[config.mk]
export PLATFORM = sky130hd
export DESIGN_NAME = egress_width_conv
export DESIGN_NICKNAME = d
export VERILOG_FILES = /design/src/egress_pkg.sv /design/src/egress_width_conv.sv
export SDC_FILE = /design/constraint.sdc
export NUM_CORES = 1
export LEC_CHECK = 0
export BUFFER_PORTS_ARGS = -buffer_cell sky130_fd_sc_hd__buf_2
export CORE_UTILIZATION = 50
export CTS_CLUSTER_SIZE = 16
export DETAILED_ROUTE_END_ITERATION = 8
export GPL_ROUTABILITY_DRIVEN = 1
export PLACE_DENSITY = 0.82
export SETUP_SLACK_MARGIN = 0.5
export SLEW_MARGIN = 10
export SYNTH_ARGS = -nofsm -noshare
export SYNTH_HDL_FRONTEND = slang
export SYNTH_SLANG_ARGS = --single-unit
[constraint.sdc]
create_clock -name clk_ifc -period 9.2 [get_ports clk_ifc]
set_clock_uncertainty 0.05 [all_clocks]
set_input_delay 1.84 -clock clk_ifc [delete_from_list [all_inputs] [get_ports clk_ifc]]
set_output_delay 1.84 -clock clk_ifc [all_outputs]
set_load 0.01 [all_outputs]
[src/egress_pkg.sv]
/* Shared widths, port map and word types of the egress demultiplexer.
   The four-port map is fixed here; ports 4 to 7 are not present. */

`default_nettype none

package egress_pkg;

    //////////////////////////////////////////////////////////////////////
    // Sizes

    // Bytes per input word
    localparam int word_bytes = 8;

    // Words held by each port buffer
    localparam int fifo_depth = 16;

    // Physical ports
    localparam int num_ports = 4;

    // Lane width in bytes of each physical port, indexed by port number
    localparam int port_lane_bytes [num_ports] = '{1, 1, 4, 4};

    //////////////////////////////////////////////////////////////////////
    // Scalar types

    typedef logic [2:0]                port_id_t;     // 4 to 7 name no port
    typedef logic [word_bytes*8-1:0]   word_data_t;
    typedef logic [word_bytes-1:0]     word_keep_t;
    typedef logic [num_ports-1:0]      port_mask_t;   // One bit per port
    typedef logic [3:0]                fifo_ptr_t;
    typedef logic [4:0]                fifo_count_t;  // Holds 0 to fifo_depth
    typedef logic [3:0]                byte_count_t;  // Holds 0 to word_bytes
    typedef logic [31:0]               lane_data_t;
    typedef logic [3:0]                lane_keep_t;

    //////////////////////////////////////////////////////////////////////
    // Word and beat formats

    // Input word, port is only meaningful on the first word of a packet
    typedef struct packed {
        word_data_t data;
        word_keep_t keep;
        logic       last;
        port_id_t   port;
    } egress_word_t;

    // Buffered word, as stored per port
    typedef struct packed {
        word_data_t data;
        word_keep_t keep;
        logic       last;
    } buf_word_t;

    // Output beat; 8-bit ports use data[7:0] and keep[0] only
    typedef struct packed {
        lane_data_t data;
        lane_keep_t keep;
        logic       last;
    } lane_beat_t;

    //////////////////////////////////////////////////////////////////////
    // Control FSM

    typedef enum logic [1:0] {
        idle,
        route,
        discard
    } ctrl_state_e;

endpackage

`default_nettype wire

[src/egress_width_conv.sv]
/* Splits each buffered 64-bit word into lanes of lane_bytes (1, 2 or 4).
   Expects keep contiguous from byte 0 and non-zero. */

`timescale 1ns/1ns
`default_nettype none

module egress_width_conv #(
    parameter int lane_bytes = 4
) (
    input  wire                    clk_ifc,
    input  wire                    rst_n,
    input  egress_pkg::buf_word_t  head,
    input  wire                    not_empty,
    output logic                   pop,
    output egress_pkg::lane_beat_t beat,
    output logic                   beat_valid,
    input  wire                    beat_ready
);

    egress_pkg::buf_word_t   word_r;
    egress_pkg::byte_count_t offset;
    egress_pkg::byte_count_t nbytes;
    egress_pkg::byte_count_t remaining;
    egress_pkg::word_data_t  shifted;
    logic                    loaded;
    logic                    is_final;

    // Bytes of the loaded word not yet sent
    assign remaining = nbytes - offset;
    assign is_final  = remaining <= egress_pkg::byte_count_t'(lane_bytes);

    // Next word loads when idle, or as the last lane of this one leaves
    assign pop = not_empty && (!loaded || (beat_ready && is_final));

    assign beat_valid = loaded;
    assign shifted    = word_r.data >> {offset, 3'b000};

    //////////////////////////////////////////////////////////////////////
    // Beat formatting

    always_comb begin
        beat      = '0;
        beat.data = egress_pkg::lane_data_t'(shifted[lane_bytes*8-1:0]);
        for (int i = 0; i < lane_bytes; i++) begin
            // Partial final lane keeps only the bytes that remain
            beat.keep[i] = egress_pkg::byte_count_t'(i) < remaining;
        end
        beat.last = word_r.last && is_final;
    end

    //////////////////////////////////////////////////////////////////////
    // Word register

    always_ff @(posedge clk_ifc) begin
        if (pop) begin
            word_r <= head;
            nbytes <= egress_pkg::byte_count_t'($countones(head.keep));
        end
    end

    always_ff @(posedge clk_ifc or negedge rst_n) begin
        if (!rst_n) begin
            loaded <= 1'b0;
            offset <= '0;
        end else begin
            if (pop) begin
                loaded <= 1'b1;
                offset <= '0;
            end else if (loaded && beat_ready) begin
                if (is_final) begin
                    loaded <= 1'b0;
                end else begin
                    offset <= offset + egress_pkg::byte_count_t'(lane_bytes);
                end
            end
        end
    end

endmodule

`default_nettype wire

==> flow_summary_export.csv <==
group,metric,value,unit
run_status,status,"complete, no violations",
setup_path,regToRegStartpoint,"offset[2]$_DFFE_PN0P_",
setup_path,r2r-end,"word_r[51]$_DFFE_PP_",
floorplanning,start_util,51.82,%
finish,nFillCells,457,
clock_tree,cts_tree,"done",
power,switching_power,0.0004198,W
routing,routed_via_density,4.774,
logic_synthesis,synthTopCellsByCount,"69 x edfxtp_1, 35 x nor2_1, 32 x mux2i_1",
logic_synthesis,synth_fp_nets,289,
setup_path,r2r_slack,5630,ps
timing,fmax,207.6,MHz
floorplanning,dieArea,6453,µm²
clock_tree,clockRootBuffer,"clkbuf_8",
setup_path,worst-setup-path-type,"flip-flop to output pin",
logic_synthesis,yosysTopAreaCell,"edfxtp_1",
place,place_hpwl,3.580,mm
setup_path,cp-end-kind,"output pin",
logic_synthesis,yosysWarnings,0,
floorplanning,fp.dieH,80.33,µm
setup_path,arrival,2930,ps
routing,post_drt_wl_per_cell,12.93,µm
logic_synthesis,synth_top_area_share,67.54,%
setup_path,slowest_delay,1030,ps
floorplanning,dieWidth,80.33,µm
power,p_per_area,312.0,nW/µm²
logic_synthesis,synthXorXnorAreaFrac,1.958,%
power,power_frac_comb,36.8,%
clock_tree,cts.reportedPaths.clkPinSlew,70,ps
grt,grt_first_pass_wirelength,7.555,mm
finish,num_antenna_cells,0,
clock_tree,clk_latency,330,ps
grt,first_global_vias,1768,
timing,rsz0062_at_grt,"no",
logic_synthesis,synthAdderAreaFrac,5.057,%
logic_synthesis,synthMuxAreaShare,10.44,%
routing,drt_iter0_markers,111,
finish,area_growth,26.51,%
place,port_buffers,115,
power,power_frac_seq,45.1,%
finish,utilization,65.55,%
place,gp_congestion,0.7550,
power,clockPowerShare,18.1,%
clock_tree,h-tree-depth,3,
logic_synthesis,synth_area,3068,µm²
logic_synthesis,synth_compound_gate_area_share,1.672,%
clock_tree,numCtsBuffers,9,
finish,finalNetCount,409,
timing,totalNegativeSetupSlack,0,ps
grt,globalRouteOverflowTotal,0,
clock_tree,hold_buffers,0,
power,p_sw_share,34.66,%
logic_synthesis,ys_seq_elements,72,
min_path,hp-class,"flip-flop to flip-flop",
setup_path,path_max_fanout,36,
logic_synthesis,netlist_instances,202,
job,drv_cap,0,
finish,drive_gt1_share,40.98,%
logic_synthesis,synth_edf_count,69,
logic_synthesis,ys_types,29,
timing,finalSetupViolCount,0,
timing,period_minus_slack,4817,ps
floorplanning,ios,116,
power,power.leakage,1.680,nW
routing,dr.pass1.iters,5,
logic_synthesis,ys.flop_type,"edfxtp_1",
grt,grt_max_degree,70,
timing,worst_pin_slew,1005,ps
logic_synthesis,synth_top_family_by_area,"multiplexers",
grt,grt_usage,16.67,%
power,cell_internal_pwr,0.0007912,W
grt,grt_antenna_before_repair,0,
routing,wirelength,5.199,mm
timing,relSlewSlack,33.02,%
logic_synthesis,synthSimpleGateAreaFrac,7.667,%
logic_synthesis,ys_seq_area_share,69.98,%
min_path,hold_start,"beat_valid$_DFFE_PN0P_",
logic_synthesis,yosysMostFrequentCell,"edfxtp_1",
setup_path,required,7310,ps
logic_synthesis,syn_avg_cell_area,15.19,µm²
min_path,worstHoldEndpoint,"offset[2]$_DFFE_PN0P_",
setup_path,crit_path_start_kind,"flip-flop",
setup_path,cpMaxStageDelayCell,"dfrtp_2",
clock_tree,clock-sinks,72,
clock_tree,post_cts_resized,0,
clock_tree,cts_setup_buffers,0,
logic_synthesis,ys_async_sr_fraction,4.167,%
floorplanning,std_cell_rows,28,
timing,finalHoldViolations,0,
timing,slew_violations,0,
clock_tree,clk_path_buf_depth,2,
setup_path,r2r_cells,7,
routing,route.detailed.drc,0,
min_path,hold_depth,2,
timing,final.period_utilization,52.36,%
routing,ant_nets,0,
logic_synthesis,synthTopCellsByArea,"edfxtp_1 68%, mux2i_1 10%, nor2_1 4.3%, fa_1 2.6%, dfrtp_1 2.4%",
floorplanning,core,5921,µm²
power,ir_worst_vdd,0.1668,mV
routing,via_count,1919,
setup_path,crit_chain,"inv_1 -> ha_1 -> nor2_1 -> xnor2_1 -> o21ai_1 -> and2_2 -> buf_2",
-- worst max-delay path by stage --
stage / start / endpoint / slack, ps / cells past startpoint
floorplan: beat_ready / pop / 3510 / 3
global placement: head[1] / nbytes[2]$_DFFE_PP_ / 4680 / 9
detailed placement: head[1] / nbytes[2]$_DFFE_PP_ / 4640 / 9
CTS: offset[2]$_DFFE_PN0P_ / pop / 4320 / 7
global route: offset[2]$_DFFE_PN0P_ / pop / 4160 / 7
finish: offset[2]$_DFFE_PN0P_ / pop / 4380 / 7
-- per-layer routing --
metal	vias to the layer above	wire [µm]	GRT usage, %
met5	-	0	0
met4	0	85	8.036
met3	8	336	6.364
met2	74	2664	29.57
li1	952	-	-
met1	885	2112	17.17
-- cell type report --
cell class                      instances  area (µm²)  area share (%)
Multi-Input combinational cell        111       830.8           21.41
Clock buffer                           13       158.9           4.094
Clock inverter                          3       17.52          0.4513
Sequential cell                        72        2148           55.35
Tap cell                               75       93.84           2.418
Timing Repair Buffer                  117       590.6           15.22
Inverter                               11       41.29           1.064
-- critical path: cells and delay by family (launching register included) --
family	cells	cell delay [ps]
and+or+nand+nor	2	440
buffers and inverters	2	310
DFF	1	1030
xor gates and xnor gates	1	220
AOI/OAI and AO/OA	1	180
adders and majority gates	1	400
-- layout by cell type, fill, tap and decap left out, drive strengths merged, types with 2 or more instances in the layout --
cell,n
nand2b,3
clkinv,2
nand2,6
edfxtp,69
conb,2
dfrtp,3
ha,6
clkbuf,13
xor2,3
buf,117
xnor2,3
o21ai,4
mux2i,32
inv,11
nor2,35
fa,4
nor2b,3
-- power by group through the flow --
stage	Clock (W)	Sequential (W)	Combinational, W
2_1_floorplan	0	0.000516	0.000331
3_3_place_gp	0	0.000551	0.000439
3_5_place_dp	0	0.000556	0.000450
4_1_cts	0.000225	0.000549	0.000453
5_1_grt	0.000239	0.000558	0.000495
6_report	0.000219	0.000547	0.000446
-- flip-flops by register name, indices dropped and copies added, names as in the netlist --
name and cells:
nbytes 4, offset 2, beat_valid 1, word_r 65
-- metrics by stage --
| step | cell area (µm²) | hold slack [ps] | power, W | std cells | worst slack [ps] |
|---|---|---|---|---|---|
| 6_report | 3881 | 605.1 | 0.001211 | 402 | 4383 |
| 5_1_grt | 3881 | 649.0 | 0.001292 | 402 | 4156 |
| 4_1_cts | 3881 | 598.0 | 0.001227 | 402 | 4322 |
| 3_5_place_dp | 3705 | 589.6 | 0.001006 | 386 | 4637 |
| 3_3_place_gp | 3705 | 586.7 | 0.0009895 | 386 | 4682 |
| 2_1_floorplan | 3068 | 584.0 | 0.0008478 | 202 | 3506 |
-- cell families (layout without fill, tap and decap cells) --
family	after synthesis	after routing
buffers and inverters	19	144
muxes	32	32
adders and majority gates	10	10
and+or+nand+nor	53	53
AOI/OAI and AO/OA	8	8
other	2	2
xor gates and xnor gates	6	6
DFF	72	72
Note: power is estimated with default switching activity, not from simulation.
