===== config.mk =====
export PLATFORM = sky130hd
export DESIGN_NAME = egress_fifo
export DESIGN_NICKNAME = d
export VERILOG_FILES = /design/src/egress_pkg.sv /design/src/egress_fifo.sv
export SDC_FILE = /design/constraint.sdc
export NUM_CORES = 1
export LEC_CHECK = 0
export ABC_CLOCK_PERIOD_IN_PS = 6400
export BUFFER_PORTS_ARGS = -buffer_cell sky130_fd_sc_hd__buf_2
export CORE_UTILIZATION = 35
export CTS_BUF_LIST = sky130_fd_sc_hd__clkbuf_4
export DETAILED_ROUTE_END_ITERATION = 8
export HOLD_SLACK_MARGIN = 0.03
export PLACE_DENSITY_LB_ADDON = 0.05
export SLEW_MARGIN = 10
export SYNTH_ARGS = -nofsm -noshare
export SYNTH_HDL_FRONTEND = slang
export SYNTH_SLANG_ARGS = --single-unit

===== constraint.sdc =====
create_clock -name clk_ifc -period 6.4 [get_ports clk_ifc]
set_input_delay 0.96 -clock clk_ifc [delete_from_list [all_inputs] [get_ports clk_ifc]]
set_output_delay 0.96 -clock clk_ifc [all_outputs]
set_load 0.02 [all_outputs]

===== src/egress_pkg.sv =====
/* Shared widths, port map and word types of the egress demultiplexer.
   The four-port map is fixed here; ports 4 to 7 are not present. */

`default_nettype none

package egress_pkg;

    //////////////////////////////////////////////////////////////////////
    // Sizes

    // Bytes per input word
    localparam int word_bytes = 8;

    // Words held by each port buffer
    localparam int fifo_depth = 16;

    // Physical ports
    localparam int num_ports = 4;

    // Lane width in bytes of each physical port, indexed by port number
    localparam int port_lane_bytes [num_ports] = '{1, 1, 4, 4};

    //////////////////////////////////////////////////////////////////////
    // Scalar types

    typedef logic [2:0]                port_id_t;     // 4 to 7 name no port
    typedef logic [word_bytes*8-1:0]   word_data_t;
    typedef logic [word_bytes-1:0]     word_keep_t;
    typedef logic [num_ports-1:0]      port_mask_t;   // One bit per port
    typedef logic [3:0]                fifo_ptr_t;
    typedef logic [4:0]                fifo_count_t;  // Holds 0 to fifo_depth
    typedef logic [3:0]                byte_count_t;  // Holds 0 to word_bytes
    typedef logic [31:0]               lane_data_t;
    typedef logic [3:0]                lane_keep_t;

    //////////////////////////////////////////////////////////////////////
    // Word and beat formats

    // Input word, port is only meaningful on the first word of a packet
    typedef struct packed {
        word_data_t data;
        word_keep_t keep;
        logic       last;
        port_id_t   port;
    } egress_word_t;

    // Buffered word, as stored per port
    typedef struct packed {
        word_data_t data;
        word_keep_t keep;
        logic       last;
    } buf_word_t;

    // Output beat; 8-bit ports use data[7:0] and keep[0] only
    typedef struct packed {
        lane_data_t data;
        lane_keep_t keep;
        logic       last;
    } lane_beat_t;

    //////////////////////////////////////////////////////////////////////
    // Control FSM

    typedef enum logic [1:0] {
        idle,
        route,
        discard
    } ctrl_state_e;

endpackage

`default_nettype wire


===== src/egress_fifo.sv =====
/* Per-port word buffer, fifo_depth entries, head shown without read latency.
   Has no overflow guard; the writer must respect full. */

`timescale 1ns/1ns
`default_nettype none

module egress_fifo (
    input  wire                   clk_ifc,
    input  wire                   rst_n,
    input  wire                   push,
    input  egress_pkg::buf_word_t push_word,
    output logic                  full,
    input  wire                   pop,
    output egress_pkg::buf_word_t head,
    output logic                  not_empty
);

    egress_pkg::buf_word_t    mem [egress_pkg::fifo_depth];
    egress_pkg::fifo_ptr_t    wr_ptr;
    egress_pkg::fifo_ptr_t    rd_ptr;
    egress_pkg::fifo_count_t  count;
    logic                     do_pop;

    assign full      = count == egress_pkg::fifo_count_t'(egress_pkg::fifo_depth);
    assign not_empty = count != '0;
    assign head      = mem[rd_ptr];

    // A pop on an empty buffer is ignored
    assign do_pop = pop && not_empty;

    //////////////////////////////////////////////////////////////////////
    // Storage

    always_ff @(posedge clk_ifc) begin
        if (push) begin
            mem[wr_ptr] <= push_word;
        end
    end

    //////////////////////////////////////////////////////////////////////
    // Pointers and occupancy

    always_ff @(posedge clk_ifc or negedge rst_n) begin
        if (!rst_n) begin
            wr_ptr <= '0;
            rd_ptr <= '0;
            count  <= '0;
        end else begin
            // Pointers wrap naturally at 16 entries
            if (push) begin
                wr_ptr <= wr_ptr + egress_pkg::fifo_ptr_t'(1);
            end
            if (do_pop) begin
                rd_ptr <= rd_ptr + egress_pkg::fifo_ptr_t'(1);
            end
            case ({push, do_pop})
                2'b10:   count <= count + egress_pkg::fifo_count_t'(1);
                2'b01:   count <= count - egress_pkg::fifo_count_t'(1);
                default: count <= count;
            endcase
        end
    end

endmodule

`default_nettype wire


==> impl_metrics.env, run 1 <==
export IMPL_maxSlewViolCount=0
export IMPL_whs_ns=0.2969
export IMPL_period_share=0.7746
export IMPL_grt_pass1_vias=24110
export IMPL_synth_area_leader_cell="edfxtp_1"
export IMPL_num_rows=130
export IMPL_synth_cell_types=38
export IMPL_grt_first_pass_wirelength_um=164300
export IMPL_fmax_mhz=201.7
export IMPL_drc=0
export IMPL_postPlaceCellArea_um2=47420
export IMPL_pwr_share_seq=0.420
export IMPL_grt_start_max_net_pins=82
export IMPL_ir_drop_mv=0.3136
export IMPL_synth_flop_cell="edfxtp_1"
export IMPL_max_stage_delay_ns=1.05
export IMPL_cts_buffer_depth=4
export IMPL_avgSynthCellArea_um2=23.67
export IMPL_path_cells="buf_4, mux4_2, a22oi_1, nand2_1, buf_2"
export IMPL_synth_seq_cells=1181
export IMPL_period_minus_slack_ns=4.957
export IMPL_initial_core_util=0.3536
export IMPL_cts_buffers=332
export IMPL_syn_area_um2=44520
export IMPL_p_per_area_nw_per_um2=442.5
export IMPL_drive_gt1_frac=0.3850
export IMPL_vias=21820
export IMPL_dieArea_um2=128600
export IMPL_clock_skew_ns=0.07465
export IMPL_synth_edf_count=1168
export IMPL_gp_congestion=0.6861
export IMPL_status="finished, final reports clean"
export IMPL_drt_total_wl_um=114500
export IMPL_cp_arrival_ns=4.00
export IMPL_fin_area_um2=51990
export IMPL_area_growth_pct=16.78
export IMPL_antenna_found_initial=10
export IMPL_chipHeight_um=358.7
export IMPL_final_setup_viol_count=0
export IMPL_rsz0062_at_grt="false"
export IMPL_htreeDepth=5
export IMPL_nNetsFinal=2471
export IMPL_ys_seq_area_frac=0.7951
export IMPL_syn_inst=1881
export IMPL_yosys_warnings=0
export IMPL_cap_violations=0
export IMPL_cts_tree="done"
export IMPL_portBuffers=151
export IMPL_internal_power_mw=15.49
export IMPL_crit_family="flip-flops"
export IMPL_slew_limit_headroom=0.3134
export IMPL_hold_class="primary input to flop"
export IMPL_dieWidth_um=358.7
export IMPL_power_static_leakage_nw=16.99
export IMPL_ant_nets=0
export IMPL_endpoint_kind="output port"
export IMPL_power_mw=23.01
export IMPL_crit_slowest_cell="dfrtp_4"
export IMPL_clk_latency_ns=1.22
export IMPL_core_area_um2=125900
export IMPL_start_kind="flop"
export IMPL_p_comb_frac=0.302
export IMPL_drt_pass1_iter_count=8
export IMPL_clkPwrFrac=0.278
export IMPL_worst_endpoint_required_ns=5.44
export IMPL_netlist_area_leader_share=0.7878
export IMPL_clk_pin_slew_ns=0.07
export IMPL_cts_root_buf="clkbuf_4"
export IMPL_critPathKind="flop to output port"
export IMPL_via_per_inst=5.154
export IMPL_avgRoutedWirePerCell_um=27.05
export IMPL_synth_area_leaders="edfxtp_1, mux4_2, a22oi_1, dfrtp_1, nand2_1"
export IMPL_dp_hpwl_um=55230
export IMPL_synth_nets=1967
export IMPL_tightest_slew_ns=1.030
export IMPL_crit_fanout=42
export IMPL_grt_ovfl_total=0
export IMPL_async_reset_ff_frac=0.01101
export IMPL_synth_most_common_cell="edfxtp_1"
export IMPL_p_sw_mw=7.516
export IMPL_path_buf_inv=2
export IMPL_drt_first_iter_violations=1619
export IMPL_synth_top_cells_by_count="edfxtp_1, mux4_2, a22oi_1"
export IMPL_hold_viol=0
export IMPL_grt_usage=0.1816
export IMPL_netSwitchingFraction=0.3267
export IMPL_ioPinCount=152
export IMPL_cts_sinks=1181
worst paths after layout:
kind	startpoint	end	slack, ns	depth (start not counted)
max	rd_ptr[0]	head[54]	1.44	5
min	pop	rd_ptr[0]	0.30	3
max reg2reg	count[1]	count[4]	3.51	8
min reg2reg	count[4]	count[4]	0.50	1
max in group asynchronous	rst_n	rd_ptr[1]	5.03	3
min in group asynchronous	rst_n	wr_ptr[0]	0.84	3
logic make-up after synthesis:
logic type / share of synthesized area
flops: 0.7951
mux: 0.1490
compound gates: 0.02628
simple gates: 0.01183
buf+inv: 0.01310
xor+xnor: 0.002164
fa+ha+maj: 0.002529
power by group through the flow:
stage | logic (mW) | registers, mW | clock network, mW
2_1_floorplan | 4.78 | 9.62 | 0
6_report | 6.95 | 9.66 | 6.39
3_5_place_dp | 7.14 | 9.85 | 0
5_1_grt | 7.52 | 9.74 | 7.03
3_3_place_gp | 7.14 | 9.81 | 0
4_1_cts | 7.20 | 9.68 | 6.67
through the flow:
stage                     std cells  setup slack [ns]  setup TNS, ns  utilization
final                          4233             1.443              0       0.4130
after detailed placement       3625             2.500              0       0.3767
after floorplan                1881           -0.4894         -71.45            -
after global routing           4232             1.012              0       0.4130
after CTS                      4229             1.063              0       0.4129
after global placement         3625             2.522              0       0.3767
worst reg2reg max path: cells and delay by family (launching register included):
kind                       cells  cell delay (ns)
AOI/OAI and AO/OA              3             0.78
adders and majority gates      2             0.65
and+or+nand+nor                1             0.50
DFF                            1             0.46
xor gates and xnor gates       2             0.34
state kept, by name (all words and copies together) (netlist names):
name,count
rd_ptr,4
count,5
mem,1168
wr_ptr,4
cell type report:
cell class              instances  area (um^2)
flip-flops and latches       1181        35410
clock inverters                52        225.2
diodes                          4        10.01
multi-input cells             590         8620
clock buffers                 476         3573
well taps                    1650         2064
fillers                     11240        73900
inverters                       6        22.52
repair buffers                274         2069
repair_timing:
action	CTS	global route
setup buffers	0	0
hold endpoints to repair	1185	0
gates resized for setup	0	0
hold buffers	76	0
placed cells by master, fill, tap and decap left out, types with 3 or more instances in the layout:
master         instances
clkbuf_4             476
mux4_2               288
clkinv_1              45
inv_1                  6
o21ai_0                3
inv_2                  3
nand2_1               79
and2_4                13
xor2_1                 3
buf_12                16
mux4_1                 4
xnor2_1                8
edfxtp_1            1168
clkinv_2               3
nor2_4                 3
dlygate4sd3_1         76
a22oi_1              146
buf_4                 31
ha_1                   9
dfrtp_1               11
diode_2                4
buf_2                151
routing by layer:
| layer | up-vias | GRT usage | share of wire |
|---|---|---|---|
| met3 | 179 | 0.04706 | 0.054 |
| met2 | 642 | 0.2870 | 0.48 |
| met1 | 11720 | 0.2459 | 0.45 |
| met4 | 8 | 0.05729 | 0.017 |
| met5 | - | 0 | 0.00046 |
| li1 | 9265 | - | - |
(Power assumes the default switching activity.)
==> inputs of run 2 (changes only) <==
- ABC_CLOCK_PERIOD_IN_PS: 6400 -> 4900
- clock period: 6.4 -> 4.9 ns (I/O delays scaled with it)
==> run 2 against run 1 <==
Against the previous run:
- critical path depth unchanged
- non-clock buffer count increased by 7
- clock skew decreased by 0.016 ns
- cell count increased by 1.1%
- sequential share of layout area decreased by 0.57 points
- sequential power increased by 29%
- highest routed layer unchanged
- die area unchanged
- cell area increased by 0.84%
- routed wire length increased by 1.0%
- largest power group unchanged
==> impl_metrics.env, run 2 (same netlist as run 1, synthesis figures left out) <==
export IMPL_cts_root_buf="clkbuf_4"
export IMPL_critPathKind="flop to output port"
export IMPL_nNetsFinal=2487
export IMPL_period_share=0.8987
export IMPL_via_per_inst=5.129
export IMPL_dieWidth_um=358.7
export IMPL_avgRoutedWirePerCell_um=27.03
export IMPL_gp_congestion=0.7107
export IMPL_ioPinCount=152
export IMPL_p_comb_frac=0.305
export IMPL_top_register="mem"
export IMPL_grt_ovfl_total=0
export IMPL_cap_violations=0
export IMPL_slew_limit_headroom=0.3112
export IMPL_power_mw=30.54
export IMPL_netSwitchingFraction=0.3267
export IMPL_chipHeight_um=358.7
export IMPL_hold_class="primary input to flop"
export IMPL_p_sw_mw=9.976
export IMPL_drc=0
export IMPL_largest_reg_flops=1168
export IMPL_drt_pass1_iter_count=4
export IMPL_drt_first_iter_violations=1649
export IMPL_drive_gt1_frac=0.3877
export IMPL_register_area_um2=35410
export IMPL_grt_pass1_vias=24660
export IMPL_cts_resized=0
export IMPL_dieArea_um2=128600
export IMPL_reg2regPathDepth=9
export IMPL_postPlaceCellArea_um2=47590
export IMPL_maxSlewViolCount=0
export IMPL_clk_latency_ns=1.23
export IMPL_cts_sinks=1181
export IMPL_p_per_area_nw_per_um2=582.4
export IMPL_cp_arrival_ns=3.67
export IMPL_drt_total_wl_um=115600
export IMPL_dp_slack_ns=1.629
export IMPL_post_cts_buffers=0
export IMPL_hold_viol=0
export IMPL_min_path_cells=2
export IMPL_htreeDepth=5
export IMPL_antenna_found_initial=8
export IMPL_power_static_leakage_nw=17.18
export IMPL_fmax_mhz=227.1
export IMPL_fin_area_um2=52430
export IMPL_period_minus_slack_ns=4.404
export IMPL_pwr_share_seq=0.410
export IMPL_portBuffers=151
export IMPL_multi_input_area_um2=8620
export IMPL_initial_core_util=0.3536
export IMPL_internal_power_mw=20.56
export IMPL_final_common_cell="edfxtp_1"
export IMPL_grt_first_pass_wirelength_um=167200
export IMPL_ant_nets=0
export IMPL_core_area_um2=125900
export IMPL_grt_start_max_net_pins=58
export IMPL_area_growth_pct=17.76
export IMPL_clock_skew_ns=0.05819
export IMPL_setup_tns_ns=0
export IMPL_whs_ns=0.4290
export IMPL_worst_endpoint_required_ns=4.16
export IMPL_dp_hpwl_um=54850
export IMPL_clk_pin_slew_ns=0.07
export IMPL_endpoint_kind="output port"
export IMPL_cts_buffer_depth=4
export IMPL_clkPwrFrac=0.285
export IMPL_final_setup_viol_count=0
export IMPL_ir_drop_mv=0.6174
export IMPL_status="finished, final reports clean"
export IMPL_crit_fanout=49
export IMPL_final_fill_count=11250
export IMPL_vias=21940
export IMPL_cts_hold_buf=77
export IMPL_cts_tree="done"
export IMPL_mostFrequentLayoutCells="edfxtp_1, clkbuf_4, mux4_2, buf_2, a22oi_1"
export IMPL_rsz0062_at_grt="false"
export IMPL_setup_slack_ns=0.4965
export IMPL_tightest_slew_ns=1.033
export IMPL_reg_largest_list="mem: 1168 flops, count: 5 flops"
export IMPL_start_kind="flop"
export IMPL_cts_buffers=341
export IMPL_grt_usage=0.1846
export IMPL_num_rows=130
==> run 2: changes by cell type in the layout (fill, tap and decap cells not counted) <==
cell and change:
diode_2 +1, clkinv_1 +19, buf_12 +10, buf_4 -4, clkinv_2 +1, inv_2 -1
bufinv_16 +2, dlygate4sd3_1 +1, clkbuf_4 +16
==> run 2: metal layers <==
metal / up-vias / global-route usage / routed length [um]
met5: - / 0 / 39
met4: 6 / 0.06356 / 2311
met3: 205 / 0.04503 / 6016
met2: 651 / 0.2985 / 56600
met1: 11730 / 0.2435 / 50660
li1: 9353 / - / -
==> run 2: path summary, 6_finish.rpt <==
| check | startpoint | endpoint | slack (ns) |
|---|---|---|---|
| setup / recovery | rd_ptr[1] | head[0] | 0.50 |
| hold / removal | push_word[12] | mem[4][12] | 0.43 |
| setup reg to reg | count[1] | count[4] | 1.87 |
| hold reg to reg | count[4] | count[4] | 0.50 |
| max in group asynchronous | rst_n | rd_ptr[0] | 3.56 |
| min in group asynchronous | rst_n | rd_ptr[2] | 0.75 |
==> run 2: metrics by stage <==
step | instances | util
2_1_floorplan | 1881 | -
6_report | 4278 | 0.4164
3_5_place_dp | 3631 | 0.3780
5_1_grt | 4277 | 0.4164
4_1_cts | 4273 | 0.4163
3_3_place_gp | 3631 | 0.3780
==> run 2: final cells by class <==
type / instances / share of cell area
Clock buffer: 492 / 0.07045
Inverter: 6 / 0.0004296
Timing Repair Buffer: 281 / 0.04291
Clock inverter: 73 / 0.006826
Sequential cell: 1181 / 0.6754
Tap cell: 1650 / 0.03938
Multi-Input combinational cell: 590 / 0.1644
Antenna cell: 5 / 0.0002387
==> run 2: power by group through the flow <==
stage / registers [mW] / logic, mW / clock network, mW
after floorplan: 12.6 / 6.25 / 0
after global placement: 12.7 / 9.51 / 0
after detailed placement: 12.7 / 9.53 / 0
after CTS: 12.5 / 9.60 / 9.07
after global routing: 12.6 / 10.0 / 9.60
final: 12.5 / 9.31 / 8.71
==> run 2: worst max-delay path, stage by stage, from the launching register on <==
cell,delay (ns)
dfrtp_4,1.04
buf_4,0.47
mux4_2,0.37
a22oi_1,0.21
nand2_1,0.17
buf_2,0.20
