[src/egress_pkg.sv]
/* Shared widths, port map and word types of the egress demultiplexer.
   The four-port map is fixed here; ports 4 to 7 are not present. */

`default_nettype none

package egress_pkg;

    //////////////////////////////////////////////////////////////////////
    // Sizes

    // Bytes per input word
    localparam int word_bytes = 8;

    // Words held by each port buffer
    localparam int fifo_depth = 16;

    // Physical ports
    localparam int num_ports = 4;

    // Lane width in bytes of each physical port, indexed by port number
    localparam int port_lane_bytes [num_ports] = '{1, 1, 4, 4};

    //////////////////////////////////////////////////////////////////////
    // Scalar types

    typedef logic [2:0]                port_id_t;     // 4 to 7 name no port
    typedef logic [word_bytes*8-1:0]   word_data_t;
    typedef logic [word_bytes-1:0]     word_keep_t;
    typedef logic [num_ports-1:0]      port_mask_t;   // One bit per port
    typedef logic [3:0]                fifo_ptr_t;
    typedef logic [4:0]                fifo_count_t;  // Holds 0 to fifo_depth
    typedef logic [3:0]                byte_count_t;  // Holds 0 to word_bytes
    typedef logic [31:0]               lane_data_t;
    typedef logic [3:0]                lane_keep_t;

    //////////////////////////////////////////////////////////////////////
    // Word and beat formats

    // Input word, port is only meaningful on the first word of a packet
    typedef struct packed {
        word_data_t data;
        word_keep_t keep;
        logic       last;
        port_id_t   port;
    } egress_word_t;

    // Buffered word, as stored per port
    typedef struct packed {
        word_data_t data;
        word_keep_t keep;
        logic       last;
    } buf_word_t;

    // Output beat; 8-bit ports use data[7:0] and keep[0] only
    typedef struct packed {
        lane_data_t data;
        lane_keep_t keep;
        logic       last;
    } lane_beat_t;

    //////////////////////////////////////////////////////////////////////
    // Control FSM

    typedef enum logic [1:0] {
        idle,
        route,
        discard
    } ctrl_state_e;

endpackage

`default_nettype wire

[src/egress_ctrl.sv]
/* Routes each input packet to the buffer named by its first word.
   Invalid port numbers are accepted and dropped; never pushes into a full buffer. */

`timescale 1ns/1ns
`default_nettype none

module egress_ctrl (
    input  wire                      clk_ifc,
    input  wire                      rst_n,
    input  egress_pkg::egress_word_t in_word,
    input  wire                      in_valid,
    output logic                     in_ready,
    input  egress_pkg::port_mask_t   buf_full,
    output egress_pkg::port_mask_t   push,
    output egress_pkg::buf_word_t    push_word
);

    egress_pkg::ctrl_state_e state;
    egress_pkg::port_id_t    sel_port;
    egress_pkg::port_id_t    tgt;
    logic                    run;
    logic                    port_ok;
    logic                    xfer;

    // Port numbers at or above the port count are dropped
    assign port_ok = in_word.port < egress_pkg::port_id_t'(egress_pkg::num_ports);

    // First word picks its own port, later words follow the latched one
    assign tgt = (state == egress_pkg::idle) ? in_word.port : sel_port;

    always_comb begin
        push = '0;
        if (state == egress_pkg::discard ||
            (state == egress_pkg::idle && !port_ok)) begin
            in_ready = run;
        end else begin
            // Stall only on the buffer this packet goes to
            in_ready = run && !buf_full[tgt[1:0]];
            push[tgt[1:0]] = in_valid && in_ready;
        end
    end

    assign xfer = in_valid && in_ready;

    assign push_word.data = in_word.data;
    assign push_word.keep = in_word.keep;
    assign push_word.last = in_word.last;

    //////////////////////////////////////////////////////////////////////
    // Packet FSM

    always_ff @(posedge clk_ifc or negedge rst_n) begin
        if (!rst_n) begin
            state    <= egress_pkg::idle;
            sel_port <= '0;
            run      <= 1'b0;
        end else begin
            // Input opens one cycle after reset release
            run <= 1'b1;
            case (state)
                egress_pkg::idle: begin
                    // Single-word packets complete here without leaving idle
                    if (xfer && !in_word.last) begin
                        sel_port <= in_word.port;
                        state    <= port_ok ? egress_pkg::route : egress_pkg::discard;
                    end
                end
                egress_pkg::route, egress_pkg::discard: begin
                    if (xfer && in_word.last) begin
                        state <= egress_pkg::idle;
                    end
                end
                default: state <= egress_pkg::idle;
            endcase
        end
    end

endmodule

`default_nettype wire

[config.mk]
export PLATFORM = sky130hd
export DESIGN_NAME = egress_ctrl
export DESIGN_NICKNAME = d
export VERILOG_FILES = /design/src/egress_pkg.sv /design/src/egress_ctrl.sv
export SDC_FILE = /design/constraint.sdc
export NUM_CORES = 1
export LEC_CHECK = 0
export BUFFER_PORTS_ARGS = -buffer_cell sky130_fd_sc_hd__buf_2
export CAP_MARGIN = 10
export CORE_MARGIN = 10
export CORE_UTILIZATION = 30
export CTS_CLUSTER_DIAMETER = 60
export CTS_CLUSTER_SIZE = 25
export DETAILED_ROUTE_END_ITERATION = 10
export PLACE_DENSITY = 0.88
export SYNTH_ARGS = -nofsm -noshare
export SYNTH_HDL_FRONTEND = slang
export SYNTH_SLANG_ARGS = --single-unit
[constraint.sdc]
create_clock -name clk_ifc -period 3.05 [get_ports clk_ifc]
set_input_delay 0.4575 -clock clk_ifc [delete_from_list [all_inputs] [get_ports clk_ifc]]
set_output_delay 0.4575 -clock clk_ifc [all_outputs]
set_load 0.005 [all_outputs]
==> results.md, run 1 <==
- Starting utilization of the core area: 0.320
- Detailed Place HPWL: about 1.6 mm
- Static leakage: 0.308 nW
- Total iterations of the first detailed-routing run: 4
- Highest clock rate: approximately 370 MHz
- Critical Path AT: 2.26 ns
- Later-pin clock latency in the skew report: around 0.22 ns
- Clk sinks: 5
- Pin count of the biggest net entering global routing: 12
- Class of the worst hold path: in2async
- Power density of the placed cells: between 800 and 900 nW/um^2
- Resize count post-CTS: 0
- Wirelength, routed: 1.95 mm
- Layout Skew: 0.000226 ns
- Gate count of the mapped netlist: around 140
- Clock period minus final worst setup slack: roughly 2.7 ns
- Final cell area excluding filler cells: 729 sq um
- Filler Cell Count: 386
- Count of standard-cell rows: 21
- Routability congestion estimate: about 0.84
- Per-instance average area after synthesis: just over 8 sq um
- Horizontal die dimension: 80.6 microns
- Post-route non-filler standard cell count: 127
- Chain of cells forming the critical path: inv_1 > ha_1 > buf_4 > nand4b_1 > o21ai_2 > nor4_4 > nand3_1 > nor3_1 > buf_2
- Share of flip-flops with an asynchronous set or reset after synthesis: 1.00
- Count of hold-fix buffers inserted at cts: 0
- VDD IR max: 179 uV
- Worst flop-to-flop path startpoint: state[0]
- Initial antenna violation count: 0
- I/O pins: 161
- Synth warnings: 0
- Total area of multi-input combinational cells: 403 sq um
- Total global-route track usage: 0.0604
- Yosys reg bits: 5
- Clock H-tree levels: 1
- Max Slew Vio Count: 0
- Placed Area: 684 sq um
- Kind of end point of the critical path: primary output
- Final worst path period share: 0.892
- Maximum capacitance violations: 0
- Remaining antenna violation count: 0
- Root buffer selected by CTS: sky130_fd_sc_hd__clkbuf_8
- CTS Buf Count: 3
- Leading register cell type out of synthesis: sky130_fd_sc_hd__dfrtp_1
- Post-detailed-route DRC marker count: 0
- Number of enable-type register cells in the synthesized netlist: 0
- Die H: 80.6 microns
- Avg WL per Cell: 15.3 microns
- Postcts setup bufs: 0
- Sequential share of the synthesized area: 0.114
- Worst reg2reg path depth: 7
- Unrepaired setup endpoints after global routing: no
- Die Area: 6500 sq um
- Critical Setup Path Class: reg2out
- Net count after synthesis: 220
- Maximum single-stage delay on the critical path: roughly 0.4 ns
- Netlist area before placement: between 1000 and 1500 sq um
- Register Area: 125 sq um
- Slowest-stage cell, CP: sky130_fd_sc_hd__dfrtp_1
- Final setup fails: 0
- Clock-pin slew on the worst setup and hold paths: 0.03 ns
- Final layout net count: 167
- Maximum fanout count along the critical path: 11
- Floorplan Core Area: approximately 3400 sq um
- Number of global-route vias before repair: 641
- Final total negative setup slack: 0 ns
- Diode insertion count for antenna repair: 0
- Port buffer count: 16
- Count of routing violations after the opening detailed-route iteration: 74
- Worst setup path startpoint: state[0]
- Status: finished, final reports clean
- Via/cell ratio: 4.94
- CP Data Required Time: around 2.6 ns
- Count of distinct cell types in the synthesized netlist: 37
- Wire length of the first global-routing pass: 3.09 mm
- Tightest hold margin: 0.0454 ns
- Placed cell count: 123
- Layout overhead on the synthesized area: -33.8%
- Gr ovfl total: 0
- Launching element type of the critical path: flip-flop
- Number of hold-slack violations in the final timing report: 0
- Number of vias in the routed layout: 628
- Fraction of final layout cells with drive strength greater than 1: 0.333
- CTS tree: yes
- Maximum root-to-sink buffer count: 2
[Yosys cell counts (all sizes together) (2+ instances only)]
cell type,instances,share of area
buf,74,0.51
dfrtp,5,0.11
nand3,4,0.023
nor3,4,0.018
o2111ai,4,0.037
and2,3,0.017
inv,3,0.010
mux2,3,0.031
nand2,3,0.010
a31oi,2,0.011
and3,2,0.011
ha,2,0.023
nand2b,2,0.011
nand3b,2,0.014
nand4b,2,0.016
nand4bb,2,0.020
nor2b,2,0.011
o21ai,2,0.012
or2,2,0.011
[layer usage]
metal,part of all wire,up-vias,global-route usage,wire (microns)
met5,0,-,0,0
met4,0.065,0,0.0739,126
met3,0.15,20,0.0390,291
met2,0.43,37,0.0820,837
met1,0.35,295,0.0551,690
li1,-,276,-,-
[critical path, delay by kind of cell, from the launching register on]
family                   cells  cell delay, ns
AND/OR/NAND/NOR              4            0.82
adder cells (fa/ha/maj)      1            0.31
AO/OA/AOI/OAI                1            0.08
flip-flops                   1            0.39
buffers and inverters        3            0.44
[report_power, final]
part | total [W] | internal (W) | leakage [nW] | switching (W)
Sequential | 0.000130 | 0.0000945 | 0.0608 | 0.0000356
Combinational | 0.000347 | 0.000160 | 0.224 | 0.000188
Clock | 0.000119 | 0.0000895 | 0.0228 | 0.0000299
Total | 0.000597 | 0.000344 | 0.308 | 0.000253
[per-stage QoR]
stage | setup slack [ns] | util | power, W
CTS | 0.329 | 0.212 | 0.000603
floorplan | 0.908 | - | 0.000480
detailed placement | 0.567 | 0.199 | 0.000478
global route | 0.0347 | 0.212 | 0.000664
finish | 0.330 | 0.212 | 0.000597
global placement | 0.622 | 0.199 | 0.000470
[layout by cell type (no fill, tap or decap), drive strengths merged, types with 2 or more instances in the layout]
cell type  count
and2           3
nand4bb        2
buf           17
ha             2
a31oi          2
o21ai          2
nand2          3
nor2b          2
nand3          4
nand2b         2
or2            2
clkbuf         4
nor3           4
o2111ai        4
and3           2
inv            3
mux2           3
nand3b         2
nand4b         2
dfrtp          5
[sequential cells by signal, indices dropped and copies added (netlist names)]
register / flops
state: 2
sel_port: 2
run: 1
[cell families (layout without fill, tap and decap cells)]
logic type	after synthesis	in the layout	synth area share
buffers and inverters	78	24	0.521
AND/OR/NAND/NOR	33	33	0.209
AO/OA/AOI/OAI	12	12	0.0908
flip-flops	5	5	0.114
multiplexers	4	4	0.0397
adder cells (fa/ha/maj)	2	2	0.0227
other	1	1	0.00340
[final timing paths]
kind | end | slack [ns]
max | push[1] | 0.33
min | sel_port[1] | 0.05
max reg2reg | sel_port[1] | 0.82
min reg2reg | sel_port[1] | 0.59
max in group asynchronous | state[0] | 2.88
min in group clk_ifc | sel_port[1] | 0.55
[area by class of cell]
cell class                      count  area share
Inverter                            3      0.0154
Tap cell                           46      0.0789
Sequential cell                     5       0.172
Multi-Input combinational cell     52       0.552
Timing Repair Buffer               17       0.120
Clock buffer                        4      0.0617
No activity file was read; power rests on OpenSTA's default activity.
==> inputs of run 2 (changes only) <==
--- a/config.mk
+++ b/config.mk
@@ -5,14 +5,15 @@
 export SDC_FILE = /design/constraint.sdc
 export NUM_CORES = 1
 export LEC_CHECK = 0
+export ABC_AREA = 1
 export BUFFER_PORTS_ARGS = -buffer_cell sky130_fd_sc_hd__buf_2
 export CAP_MARGIN = 10
 export CORE_MARGIN = 10
-export CORE_UTILIZATION = 30
+export CORE_UTILIZATION = 28
 export CTS_CLUSTER_DIAMETER = 60
 export CTS_CLUSTER_SIZE = 25
 export DETAILED_ROUTE_END_ITERATION = 10
-export PLACE_DENSITY = 0.88
+export PLACE_DENSITY = 0.89
 export SYNTH_ARGS = -nofsm -noshare
 export SYNTH_HDL_FRONTEND = slang
 export SYNTH_SLANG_ARGS = --single-unit
==> constraint.sdc (replaced) <==
create_clock -name clk_ifc -period 3 [get_ports clk_ifc]
set_input_delay 0.45 -clock clk_ifc [delete_from_list [all_inputs] [get_ports clk_ifc]]
set_output_delay 0.45 -clock clk_ifc [all_outputs]
set_load 0.005 [all_outputs]
==> results.md, run 2 <==
- Status: finished, final reports clean
- Wire length of the first global-routing pass: 2.28 mm
- Final Util: 0.173
- Net Switching: slightly above 0.0002 W
- Area contributors post-synth: sky130_fd_sc_hd__buf_4, sky130_fd_sc_hd__dfrtp_1, sky130_fd_sc_hd__nand2_1, sky130_fd_sc_hd__nand2_2, sky130_fd_sc_hd__nand3_1
- Clock period minus final worst setup slack: 2.38 ns
- Initial antenna violation count: 0
- Critical Path AT: 1.93 ns
- VDD IR max: 126 uV
- Net count after synthesis: 218
- Count of standard-cell rows: 21
- Capturing point of the worst reg2reg path: state[0]
- Area share of the largest cell type after synthesis: 0.572
- CTS Buf Count: 3
- Count of routing violations after the opening detailed-route iteration: 32
- Slowest-stage cell, CP: sky130_fd_sc_hd__dfrtp_1
- Remaining antenna violation count: 0
- Max Slew Vio Count: 0
- Share of flip-flops with an asynchronous set or reset after synthesis: 1.00
- Commonest cells after routing, fill and taps aside: sky130_fd_sc_hd__nand2_1, sky130_fd_sc_hd__buf_2, sky130_fd_sc_hd__inv_1
- Switching power as a share of total power: 0.462
- Detailed Place HPWL: between 1 and 1.5 mm
- Starting utilization of the core area: 0.289
- Number of vias in the routed layout: 493
- Horizontal die dimension: 78.5 microns
- Power density of the placed cells: 779 nW/um^2
- Maximum root-to-sink buffer count: 2
- Chain of cells forming the critical path: inv_1 > ha_1 > nand2_1 > o21ai_1 > inv_2 > nand2_2 > nand3_2 > nand3b_4 > nor3_1 > buf_2
- Root buffer selected by CTS: sky130_fd_sc_hd__clkbuf_4
- Per-instance average area after synthesis: around 7.2 sq um
- Maximum fanout count along the critical path: 7
- Most repeated cell in the gate-level netlist after synthesis: sky130_fd_sc_hd__buf_4
- Critical Setup Path Class: reg2out
- Fraction of final layout cells with drive strength greater than 1: 0.375
- Clk sinks: 5
- CP Data Required Time: 2.55 ns
- R2R setup slack: 1.19 ns
- Final cell area excluding filler cells: 574 sq um
- Commonest cells in the synthesized netlist: sky130_fd_sc_hd__buf_4, sky130_fd_sc_hd__nand2_1, sky130_fd_sc_hd__inv_1
- Die Area: around 6000 sq um
- Total iterations of the first detailed-routing run: 3
- Final setup fails: 0
- Count of hold-fix buffers inserted at cts: 0
- Static leakage: 0.318 nW
- Port buffer count: 16
- Gr ovfl total: 0
- Final worst path period share: 0.794
- Resize count post-CTS: 0
- Clock-pin slew on the worst setup and hold paths: about 0.040 ns
- Worst flop-to-flop path startpoint: state[0]
- Sequential share of the synthesized area: 0.131
- CTS tree: yes
- Number of hold-slack violations in the final timing report: 0
- Final layout net count: about 170
- Later-pin clock latency in the skew report: ~0.24 ns
- Leading register cell type out of synthesis: sky130_fd_sc_hd__dfrtp_1
- Most common library cell in the layout ignoring fill and taps: sky130_fd_sc_hd__nand2_1
- Number of enable-type register cells in the synthesized netlist: 0
- Wirelength, routed: 1.49 mm
- Tightest hold margin: between 0.02 and 0.025 ns
- Placed Area: roughly 550 sq um
- I/O pins: 161
- Post-detailed-route DRC marker count: 0
- Netlist area before placement: roughly 960 sq um
- Yosys reg bits: 5
- Worst setup path startpoint: state[0]
- Avg WL per Cell: 11.8 microns
- Postcts setup bufs: 0
- Final total negative setup slack: 0 ns
- Unrepaired setup endpoints after global routing: no
- Layout Skew: just under 0.0007 ns
- Synth warnings: 0
- Diode insertion count for antenna repair: 0
- Worst reg2reg path depth: 13
- Clock power frac: 0.167
- Routability congestion estimate: roughly 0.78
- Pin count of the biggest net entering global routing: 8
- Floorplan Core Area: approximately 3300 sq um
- Total global-route track usage: 0.0493
- Maximum single-stage delay on the critical path: 0.37 ns
- Maximum capacitance violations: 0
- Dominant cell type by area after synthesis: sky130_fd_sc_hd__buf_4
- Post-layout power: 0.000447 W
- Sequential share of power: 0.235
- Launching element type of the critical path: flip-flop
- Via/cell ratio: 3.91
- Kind of end point of the critical path: primary output
- Layout overhead on the synthesized area: -40.1%
- Combinational group share of total power: 0.598
- Number of global-route vias before repair: between 400 and 500
- Class of the worst hold path: in2async
- Clock H-tree levels: 1
- Count of distinct cell types in the synthesized netlist: 16
- Gate count of the mapped netlist: 133
- Die H: 78.5 microns
- Internal Power: 0.000241 W
- Registers with the highest flip-flop counts: sel_port (2), state (2), run (1)
- Highest clock rate: 420 MHz
[run 2: kinds of logic after synthesis]
kind of cell / Yosys count / share of synthesized area
buffers and inverters: 83 / 0.611
and+or+nand+nor: 38 / 0.208
DFF: 5 / 0.131
AOI/OAI and AO/OA: 4 / 0.0209
adders and majority gates: 2 / 0.0261
other: 1 / 0.00391
[run 2: metrics by stage]
stage               std cells  setup WS (ns)
floorplan                 133           1.10
global placement          122          0.915
detailed placement        122          0.847
CTS                       126          0.576
global route              126          0.330
finish                    126          0.617
[run 2: how the worst max path moves through the flow]
| stage | slack (ns) | to |
|---|---|---|
| 2_1_floorplan | 1.10 | push[0] |
| 3_3_place_gp | 0.91 | push[0] |
| 3_5_place_dp | 0.85 | push[2] |
| 4_1_cts | 0.58 | push[2] |
| 5_1_grt | 0.33 | push[3] |
| 6_report | 0.62 | push[2] |
[run 2: layout make-up]
| type | instances | area [sq um] |
|---|---|---|
| multi-input combinational | 45 | 248 |
| tap | 46 | 57.6 |
| timing repair buffer | 16 | 80.1 |
| sequential | 5 | 125 |
| inverter | 10 | 37.5 |
| fill | 389 | 2740 |
| clock buffer | 4 | 26.3 |
[run 2: power by group through the flow]
stage	Combinational (W)	Sequential, W	Clock [W]
final	0.000267	0.000105	0.0000749
after global routing	0.000321	0.000108	0.0000873
after CTS	0.000272	0.000105	0.0000810
after detailed placement	0.000270	0.000106	0
after global placement	0.000266	0.000106	0
after floorplan	0.000292	0.000104	0
[run 2: worst max-delay path, delay by kind of cell, from the launching register on]
family / cells / cell delay, ns
AO/OA/AOI/OAI: 1 / 0.20
adder cells (fa/ha/maj): 1 / 0.28
buffers and inverters: 3 / 0.31
flip-flops: 1 / 0.37
AND/OR/NAND/NOR: 5 / 0.54
[run 2: metal layers]
metal,up-vias,global-route usage,part of all wire
met4,0,0.0896,0.11
li1,230,-,-
met5,-,0,0
met3,26,0.0421,0.19
met1,199,0.0401,0.31
met2,38,0.0526,0.40
